`src/hdl/nes_input_pkg.sv`:
```
package nes_input_pkg;

  // one player's buttons in the order the NES pad shifts them out
  // a leaves first, so it sits at bit 0
  typedef struct packed {
    logic right;
    logic left;
    logic down;
    logic up;
    logic start;
    logic select;
    logic b;
    logic a;
  } pad_bits_t;

  // turbo rate setting, phase toggles every speed+1 frames
  localparam int TURBO_SPEED_W = 3;

  // serial frame per controller port
  // own pad, then tap pad or fill, then signature or fill
  localparam int PORT_FRAME_BITS = 24;

  // Four Score signature bytes, shifted out after the second pad
  localparam logic [7:0] MULTITAP_SIG_PORT1 = 8'h08;
  localparam logic [7:0] MULTITAP_SIG_PORT2 = 8'h04;

  // reads past the first pad return ones without a multitap
  localparam logic [15:0] NO_MULTITAP_FILL = 16'hffff;

  // palette colour, red in the top byte
  typedef struct packed {
    logic [7:0] r;
    logic [7:0] g;
    logic [7:0] b;
  } pal_color_t;

  // 64 palette entries
  typedef logic [5:0] pal_index_t;

  // download bytes holding the palette, three per entry
  localparam int PALETTE_BYTES = 192;

endpackage

```
`src/hdl/pad_if.sv`:
```
`timescale 1ns/1ps

// eight merged buttons of one player
interface pad_if;

  logic a;
  logic b;
  logic select;
  logic start;
  logic up;
  logic down;
  logic left;
  logic right;

  // driven by the turbo and merge logic
  modport source (
    output a, b, select, start, up, down, left, right
  );

  // read by the controller ports
  modport sink (
    input a, b, select, start, up, down, left, right
  );

endinterface

```
`src/hdl/player_pad.sv`:
```
`timescale 1ns/1ps

module player_pad (
  input  logic                                     clk_ppu_21_47,
  input  logic                                     reset_nes,
  input  logic                                     vsync,
  input  logic [nes_input_pkg::TURBO_SPEED_W-1:0]  turbo_speed,
  input  nes_input_pkg::pad_bits_t                 buttons,
  input  logic                                     turbo_a,
  input  logic                                     turbo_b,
  pad_if.source                                    pad
);

  logic                                    vsync_q;
  logic                                    vsync_prev;
  logic                                    vsync_rise;
  logic [nes_input_pkg::TURBO_SPEED_W-1:0] frame_cnt;
  logic                                    phase;

  // sample vsync, then keep the previous sample for edge detection
  always_ff @(posedge clk_ppu_21_47) begin
    if (reset_nes) begin
      vsync_q    <= 1'b0;
      vsync_prev <= 1'b0;
    end else begin
      vsync_q    <= vsync;
      vsync_prev <= vsync_q;
    end
  end

  assign vsync_rise = vsync_q & ~vsync_prev;

  // one frame per vsync, toggle phase when the count hits the speed
  always_ff @(posedge clk_ppu_21_47) begin
    if (reset_nes) begin
      frame_cnt <= '0;
      phase     <= 1'b0;
    end else if (vsync_rise) begin
      if (frame_cnt == turbo_speed) begin
        frame_cnt <= '0;
        phase     <= ~phase;
      end else begin
        frame_cnt <= frame_cnt + 1'b1;
      end
    end
  end

  // merge held buttons with the turbo pulses
  assign pad.a      = buttons.a | (turbo_a & phase);
  assign pad.b      = buttons.b | (turbo_b & phase);
  assign pad.select = buttons.select;
  assign pad.start  = buttons.start;
  assign pad.up     = buttons.up;
  assign pad.down   = buttons.down;
  assign pad.left   = buttons.left;
  assign pad.right  = buttons.right;

endmodule

```
`src/hdl/joypad_port.sv`:
```
`timescale 1ns/1ps

module joypad_port #(
  parameter logic [7:0] multitap_sig = nes_input_pkg::MULTITAP_SIG_PORT1
) (
  input  logic   clk_ppu_21_47,
  input  logic   reset_nes,
  input  logic   strobe,
  input  logic   port_clock,
  input  logic   swap,
  input  logic   multitap,
  pad_if.sink    own_pad,
  pad_if.sink    swap_pad,
  pad_if.sink    tap_pad,
  output logic   data
);

  nes_input_pkg::pad_bits_t                  own_bits;
  nes_input_pkg::pad_bits_t                  swap_bits;
  nes_input_pkg::pad_bits_t                  tap_bits;
  logic [7:0]                                low_byte;
  logic [15:0]                               high_bits;
  logic [nes_input_pkg::PORT_FRAME_BITS-1:0] frame;
  logic                                      port_clock_q;

  // pack each pad back into shift order
  assign own_bits  = {own_pad.right, own_pad.left, own_pad.down, own_pad.up,
                      own_pad.start, own_pad.select, own_pad.b, own_pad.a};
  assign swap_bits = {swap_pad.right, swap_pad.left, swap_pad.down, swap_pad.up,
                      swap_pad.start, swap_pad.select, swap_pad.b, swap_pad.a};
  assign tap_bits  = {tap_pad.right, tap_pad.left, tap_pad.down, tap_pad.up,
                      tap_pad.start, tap_pad.select, tap_pad.b, tap_pad.a};

  assign low_byte  = swap ? swap_bits : own_bits;
  assign high_bits = multitap ? {multitap_sig, tap_bits} : nes_input_pkg::NO_MULTITAP_FILL;

  // strobe level reloads, falling port clock shifts toward bit 0
  always_ff @(posedge clk_ppu_21_47) begin
    if (reset_nes) begin
      frame        <= '0;
      port_clock_q <= 1'b0;
    end else begin
      port_clock_q <= port_clock;
      if (strobe) begin
        frame <= {high_bits, low_byte};
      end else if (port_clock_q && !port_clock) begin
        frame <= {1'b0, frame[nes_input_pkg::PORT_FRAME_BITS-1:1]};
      end
    end
  end

  assign data = frame[0];

endmodule

```
`src/hdl/palette_loader.sv`:
```
`timescale 1ns/1ps

module palette_loader (
  input  logic                      clk_ppu_21_47,
  input  logic                      reset_nes,
  input  logic                      palette_download,
  input  logic                      byte_write,
  input  logic [7:0]                byte_addr,
  input  logic [7:0]                byte_data,
  output logic                      color_write,
  output nes_input_pkg::pal_color_t color,
  output nes_input_pkg::pal_index_t color_index
);

  logic [1:0] byte_cnt;
  logic       byte_ok;

  // only bytes inside the palette area count
  assign byte_ok = palette_download && byte_write &&
                   (byte_addr < 8'(nes_input_pkg::PALETTE_BYTES));

  // byte position within the triple and the entry number
  always_ff @(posedge clk_ppu_21_47) begin
    if (reset_nes || !palette_download) begin
      byte_cnt    <= 2'd0;
      color_index <= '0;
    end else if (byte_ok) begin
      byte_cnt <= (byte_cnt == 2'd2) ? 2'd0 : byte_cnt + 2'd1;
      // first byte of a new triple moves to the next entry
      if (byte_cnt == 2'd0 && byte_addr != 8'd0) begin
        color_index <= color_index + 1'b1;
      end
    end
  end

  // colour channels in red, green, blue order
  always_ff @(posedge clk_ppu_21_47) begin
    if (byte_ok) begin
      case (byte_cnt)
        2'd0:    color.r <= byte_data;
        2'd1:    color.g <= byte_data;
        2'd2:    color.b <= byte_data;
        default: ;
      endcase
    end
  end

  // a full triple is ready whenever the count wraps back to 0
  assign color_write = palette_download && (byte_cnt == 2'd0);

endmodule

```
`src/hdl/nes_input_top.sv`:
```
`timescale 1ns/1ps

module nes_input_top (
  input  logic                                    clk_ppu_21_47,
  input  logic                                    reset_nes,
  input  logic                                    vsync,
  input  logic [nes_input_pkg::TURBO_SPEED_W-1:0] turbo_speed,

  input  nes_input_pkg::pad_bits_t                p1_buttons,
  input  logic                                    p1_turbo_a,
  input  logic                                    p1_turbo_b,
  input  nes_input_pkg::pad_bits_t                p2_buttons,
  input  logic                                    p2_turbo_a,
  input  logic                                    p2_turbo_b,
  input  nes_input_pkg::pad_bits_t                p3_buttons,
  input  logic                                    p3_turbo_a,
  input  logic                                    p3_turbo_b,
  input  nes_input_pkg::pad_bits_t                p4_buttons,
  input  logic                                    p4_turbo_a,
  input  logic                                    p4_turbo_b,

  input  logic                                    swap_controllers,
  input  logic                                    multitap_enabled,
  input  logic                                    joypad_strobe,
  input  logic                                    joypad_clock1,
  input  logic                                    joypad_clock2,

  input  logic                                    palette_download,
  input  logic                                    ioctl_wr,
  input  logic [7:0]                              ioctl_addr,
  input  logic [7:0]                              ioctl_dout,

  output logic                                    joypad1_data,
  output logic                                    joypad2_data,
  output logic                                    palette_write_en,
  output nes_input_pkg::pal_color_t               palette_color,
  output nes_input_pkg::pal_index_t               palette_index
);

  // merged pads of players 1 to 4
  pad_if pad_a ();
  pad_if pad_b ();
  pad_if pad_c ();
  pad_if pad_d ();

  player_pad p1_pad_i (
    .clk_ppu_21_47 (clk_ppu_21_47),
    .reset_nes     (reset_nes),
    .vsync         (vsync),
    .turbo_speed   (turbo_speed),
    .buttons       (p1_buttons),
    .turbo_a       (p1_turbo_a),
    .turbo_b       (p1_turbo_b),
    .pad           (pad_a.source)
  );

  player_pad p2_pad_i (
    .clk_ppu_21_47 (clk_ppu_21_47),
    .reset_nes     (reset_nes),
    .vsync         (vsync),
    .turbo_speed   (turbo_speed),
    .buttons       (p2_buttons),
    .turbo_a       (p2_turbo_a),
    .turbo_b       (p2_turbo_b),
    .pad           (pad_b.source)
  );

  player_pad p3_pad_i (
    .clk_ppu_21_47 (clk_ppu_21_47),
    .reset_nes     (reset_nes),
    .vsync         (vsync),
    .turbo_speed   (turbo_speed),
    .buttons       (p3_buttons),
    .turbo_a       (p3_turbo_a),
    .turbo_b       (p3_turbo_b),
    .pad           (pad_c.source)
  );

  player_pad p4_pad_i (
    .clk_ppu_21_47 (clk_ppu_21_47),
    .reset_nes     (reset_nes),
    .vsync         (vsync),
    .turbo_speed   (turbo_speed),
    .buttons       (p4_buttons),
    .turbo_a       (p4_turbo_a),
    .turbo_b       (p4_turbo_b),
    .pad           (pad_d.source)
  );

  // port 1 reads A, swaps to B, taps C
  joypad_port #(
    .multitap_sig (nes_input_pkg::MULTITAP_SIG_PORT1)
  ) port1_i (
    .clk_ppu_21_47 (clk_ppu_21_47),
    .reset_nes     (reset_nes),
    .strobe        (joypad_strobe),
    .port_clock    (joypad_clock1),
    .swap          (swap_controllers),
    .multitap      (multitap_enabled),
    .own_pad       (pad_a.sink),
    .swap_pad      (pad_b.sink),
    .tap_pad       (pad_c.sink),
    .data          (joypad1_data)
  );

  // port 2 reads B, swaps to A, taps D
  joypad_port #(
    .multitap_sig (nes_input_pkg::MULTITAP_SIG_PORT2)
  ) port2_i (
    .clk_ppu_21_47 (clk_ppu_21_47),
    .reset_nes     (reset_nes),
    .strobe        (joypad_strobe),
    .port_clock    (joypad_clock2),
    .swap          (swap_controllers),
    .multitap      (multitap_enabled),
    .own_pad       (pad_b.sink),
    .swap_pad      (pad_a.sink),
    .tap_pad       (pad_d.sink),
    .data          (joypad2_data)
  );

  palette_loader palette_i (
    .clk_ppu_21_47    (clk_ppu_21_47),
    .reset_nes        (reset_nes),
    .palette_download (palette_download),
    .byte_write       (ioctl_wr),
    .byte_addr        (ioctl_addr),
    .byte_data        (ioctl_dout),
    .color_write      (palette_write_en),
    .color            (palette_color),
    .color_index      (palette_index)
  );

endmodule

```
`config.mk`:
```
export PLATFORM = sky130hd
export DESIGN_NAME = nes_input_top
export DESIGN_NICKNAME = d
export VERILOG_FILES = /design/src/hdl/nes_input_pkg.sv /design/src/hdl/pad_if.sv /design/src/hdl/player_pad.sv /design/src/hdl/joypad_port.sv /design/src/hdl/palette_loader.sv /design/src/hdl/nes_input_top.sv
export SDC_FILE = /design/constraint.sdc
export NUM_CORES = 1
export LEC_CHECK = 0
export ABC_AREA = 1
export BUFFER_PORTS_ARGS = -buffer_cell sky130_fd_sc_hd__buf_4
export CAP_MARGIN = 15
export CORE_UTILIZATION = 56
export CTS_BUF_LIST = sky130_fd_sc_hd__clkbuf_8
export DETAILED_ROUTE_END_ITERATION = 8
export MAX_ROUTING_LAYER = met4
export PLACE_DENSITY = 0.87
export SLEW_MARGIN = 10
export SYNTH_ARGS = -nofsm -noshare
export SYNTH_HDL_FRONTEND = slang
export SYNTH_SLANG_ARGS = --single-unit
```
`constraint.sdc`:
```
create_clock -name clk_ppu_21_47 -period 1.9 [get_ports clk_ppu_21_47]
set_clock_uncertainty 0.1 [all_clocks]
set_input_delay 0.38 -clock clk_ppu_21_47 [delete_from_list [all_inputs] [get_ports clk_ppu_21_47]]
set_output_delay 0.38 -clock clk_ppu_21_47 [all_outputs]
set_load 0.03 [all_outputs]
```
# After elaboration in Yosys (flattened, before gate mapping)
# Index checks and enable logic that the tools add are counted.
# word_totals
word_cells	89
register_bits	100
# classes
n_lt_le_gt_ge	1
eq_ne	6
n_bitwise	22
n_addsub	6
n_reduce_logical	22
muxes	13
# op_table
op	count
$mux 24	4
$mux 16	2
$mux 8	2
$reduce_and 2->1	8
$add 3x1->3 const B	4
$eq 3x3->1	4
$mux 3	4
$and 1x1->1	9
$lt 8x8->1 const B	1
$or 1x1->1	8
$reduce_bool 8->1	1
$add 6x1->6 const B	1
$logic_and 1x1->1	6
$not 1->1	5
$reduce_bool 2->1	2
$logic_not 1->1	3
$add 2x1->2 const B	1
$eq 2x1->1 const B	1
$eq 2x2->1 const B	1
$logic_not 2->1	1
$mux 2	1
$logic_or 1x1->1	1

# Longest topological paths before layout
# logic_depth
depth_word	4
mapped_depth	8
ltp_nobuf	8

# Cells and area by module
# From an unflattened synthesis, not the netlist that was laid out.
# unflattened
cells_unflattened	791
area_unflattened_um2	5596.6
# by_module_without_submodules
mod	area_per_inst_um2	cells_each	seq_area_each_um2	n_inst
joypad_port	1432.6	239	500.5	2
player_pad	370.4	52	120.1	4
palette_loader	1249.9	105	880.8	1

# Worst setup path before layout
# No wires, ideal clock.
# synth_timing
path_kind	input to register
startpoint	input palette_download
endpoint	register palette_i.color[0] in the netlist's numbering, enable pin
n_path_buf	0
cell_stages	4
setup_time_ns	0.383
path_slack_ns	0.257
t_arrival_ns	1.159
path_cell_list	nand2_1 -> inv_1 -> nand2_1 -> nor3_1
# synth_via
elab_chain_len	3
# synth_rtl
element	line_no	source
start: declaration	nes_input_top.sv:28	input logic palette_download,
$logic_and 1x1->1 (2 in series)	palette_loader.sv:19	assign byte_ok = palette_download && byte_write &&
$reduce_and 2->1 (no line)	n/a	
end: declaration	palette_loader.sv:11	output nes_input_pkg::pal_color_t color,
# Every way passes these cells.
# A chain may end at the register's enable or synchronous reset.

# Worst setup path after layout
# layout_timing
startpoint	register palette_i.byte_cnt[0]
endpoint	output palette_write_en
# layout_via
elab_chain_len	2
# layout_rtl
element	line_no	source
start: declaration	palette_loader.sv:15	logic [1:0] byte_cnt;
start signal: assignment	palette_loader.sv:28	byte_cnt <= (byte_cnt == 2'd2) ? 2'd0 : byte_cnt + 2'd1;
$logic_not 2->1	palette_loader.sv:49	assign color_write = palette_download && (byte_cnt == 2'd0);
$logic_and 1x1->1	palette_loader.sv:49	
end: declaration	nes_input_top.sv:35	output logic palette_write_en,
# Every way passes these cells.

==> flow_summary.toml <==
[worst_setup_path]
r2r_start = "p4_pad_i.vsync_q$_SDFF_PP0_"
setup.worst_path.start = "palette_i.byte_cnt[0]$_SDFFE_PP0P_"
rr_worst_depth = 7
endpoint_kind = "output port"
crit_type = "reg -> out"
arrival_ps = 1090
cp-start-kind = "flip-flop"
rrSetupSlack_ps = 430
worstPathRequired_ps = 1420
cp_max_fo = 5
rr_endpoint = "p1_pad_i.frame_cnt[0]$_SDFFE_PP0P_"

[pwr]
pwr-share-comb_pct = 13.4
clockPowerShare_pct = 29.9
power.share.sequential_pct = 56.7
p_sw_share_pct = 27.1
power_density_mw_per_mm2 = 765
leakagePower_uw = 0.00235
power.internal_uw = 3010
p_switching_uw = 1120
ir_drop_uv = 470

[synthesis]
synth_top_area_share_pct = 34.4
synth.area.top_cells = "dfxtp_1 (34%), edfxtp_1 (16%), nand2_1 (10%)"
synth_nets = 629
synth_edf_count = 24
synthArstFlopShare_pct = 0
ys_types = 32
synth_common_cells = "nand2_1 (122), dfxtp_1 (76), nor2_1 (72)"
synth-main-ff-cell = "dfxtp_1"
ys_seq_area_share_pct = 50.7
synth_largest_area_cell = "dfxtp_1"
yosysMostFrequentCell = "nand2_1"
syn_inst = 555
yosysWarnings = 0
avgSynthCellArea_sq_um = 7.96
syn-cell-area_sq_mm = 0.00442
synth_seq_cells = 100

[layout]
nets = 726
drive_gt1_share_pct = 21.3
syn2layout_area_growth_pct = 22.0
fin_cells = 759
diodes = 0

[flow_run]
cap_violations = 0

[detailed_routing]
routed_wl_microns = 9650
num_vias = 4058
post_drt_wl_per_cell_microns = 12.7
dr.pass1.iters = 6
drtIter0Drc = 200
avgViaCountPerCell = 5.35
ant_nets = 0
drc_errors = 0

[clock_network]
cts-resized-gates = 0
cts_inserted_buffers = 9
cts_setup_buffers = 0
holdBufCountCts = 0
cts_buffer_depth = 2
cts_tree = "built"
cts_max_level = 3
clkSlewWorstSetupHoldPaths_ps = 100
cts-root-buf = "clkbuf_8"
clock_latency_ps = 360
cts.sink_count = 100

[sta]
slew_viol_final = 0
finalHoldViolations = 0
fin_crit_sh_pct = 82.8
worst_slack_ps = 326
fin_tns_setup_ps = 0
tightest_slew_ps = 414
relSlewSlack_pct = 72.4
clock.fmax_mhz = 635
rsz0062_at_grt = "no"
min_period_ps = 1570
setup_viol = 0

[global_routing]
grt.total_usage_pct = 24.9
grt_pass1_wl_microns = 16200
antenna_found_initial = 0
grt_pass1_vias = 3737
grt_max_degree = 47
grt_remaining_overflow = 0

[die]
rows = 32
die_h_microns = 90.8
io_pins = 102
die-area_sq_mm = 0.00825
die_w_microns = 90.8
initial_utilization_pct = 57.5
coreArea_sq_mm = 0.00769

[placed_design]
place_inst = 743
io_buffer_count = 101
pre_cts_ws_ps = 283
place.gp.congestion = 0.825
hpwl_microns = 7090

[hold_path]
min_from = "ioctl_dout[3]"
whs_endpoint = "palette_i.color[19]$_DFFE_PP_"
hold_class = "in -> reg"
min_path_cells = 1

[run_status]
status = "finished, final reports clean"
[final cells by class]
type,instances,area [sq um]
Timing Repair Buffer,108,811
Clock buffer,9,124
Tap cell,102,128
Fill cell,589,2290
Inverter,46,179
Clock inverter,7,57.6
Multi-Input combinational cell,387,1850
Sequential cell,100,2240
[sequential cells by signal, indices dropped and copies added, names as in the netlist, 2 cells and up]
| name | count |
|---|---|
| p1_pad_i.frame_cnt | 3 |
| p2_pad_i.frame_cnt | 3 |
| p3_pad_i.frame_cnt | 3 |
| p4_pad_i.frame_cnt | 3 |
| palette_i.byte_cnt | 2 |
| palette_i.color | 24 |
| palette_i.color_index | 6 |
| port1_i.frame | 24 |
| port2_i.frame | 24 |
[worst max-delay path by stage]
stage	end	slack, ps
3_3_place_gp	port1_i.frame[14]$_SDFFE_PP0P_	350
2_1_floorplan	palette_i.color[0]$_DFFE_PP_	260
3_5_place_dp	port1_i.frame[13]$_SDFFE_PP0P_	280
6_report	palette_write_en	330
5_1_grt	palette_write_en	240
4_1_cts	palette_write_en	300
[power groups by stage]
| stage | registers, uW | clock network, uW | logic, uW |
|---|---|---|---|
| after floorplan | 2390 | 0 | 323 |
| after global placement | 2380 | 0 | 527 |
| after detailed placement | 2390 | 0 | 549 |
| after CTS | 2340 | 1270 | 553 |
| after global routing | 2350 | 1370 | 617 |
| final | 2340 | 1240 | 552 |
[worst max-delay path, cell delays in order (launching register included)]
cell,delay [ps]
dfxtp_1,360
nor3_1,190
buf_4,190
[metal layers]
metal  GRT usage [%]  vias to the layer above  routed length (microns)
met3            3.11                       12                      469
met2            42.7                      122                     4860
met1            30.3                     1893                     4210
li1                -                     2031                        -
met4            8.60                        0                      107
met5               -                        -                        0
[kinds of logic (layout without fill, tap and decap cells)]
logic type | Yosys count | count (layout) | share of synthesized area [%]
multiplexers | 4 | 4 | 0.906
buffers and inverters | 68 | 170 | 7.36
adder cells (fa/ha/maj) | 5 | 5 | 1.42
AND/OR/NAND/NOR | 227 | 227 | 21.0
XOR/XNOR | 8 | 8 | 1.59
flip-flops | 100 | 100 | 50.7
AO/OA/AOI/OAI | 143 | 143 | 17.0
[placed cells by master (no fill, tap or decap)]
cell type   synthesis  layout
clkbuf_8            0       9
nor3_1              3       3
dfxtp_1            76      76
nor2_2              1       1
a21oi_2             1       1
xor2_1              8       8
clkinvlp_4          0       3
o21ai_4             1       1
nand2_4             1       1
buf_4               4     108
nor2_8              1       1
nor2_1             72      72
ha_1                5       5
nand2_2             1       1
inv_2               6       6
mux2i_1             4       4
nand3_1            22      22
inv_1              38      38
nand4_1             2       2
nor2_4              1       1
inv_6               1       5
o21ai_0            54      54
a21oi_1            66      66
o211ai_1            2       2
nand2_1           122     122
edfxtp_1           24      24
a31oi_1            14      14
clkinv_2            1       1
o21ai_1             5       5
or2_2               1       1
[per-stage QoR]
step | power [uW] | instance area (sq um) | util (%) | hold slack [ps]
6_report | 4130 | 5390 | 70.2 | 111
3_3_place_gp | 2910 | 5210 | 67.8 | 351
2_1_floorplan | 2720 | 4420 | - | 340
4_1_cts | 4160 | 5390 | 70.2 | 101
5_1_grt | 4330 | 5390 | 70.2 | 97.5
3_5_place_dp | 2940 | 5210 | 67.8 | 361
No activity file was read; power rests on OpenSTA's default activity.
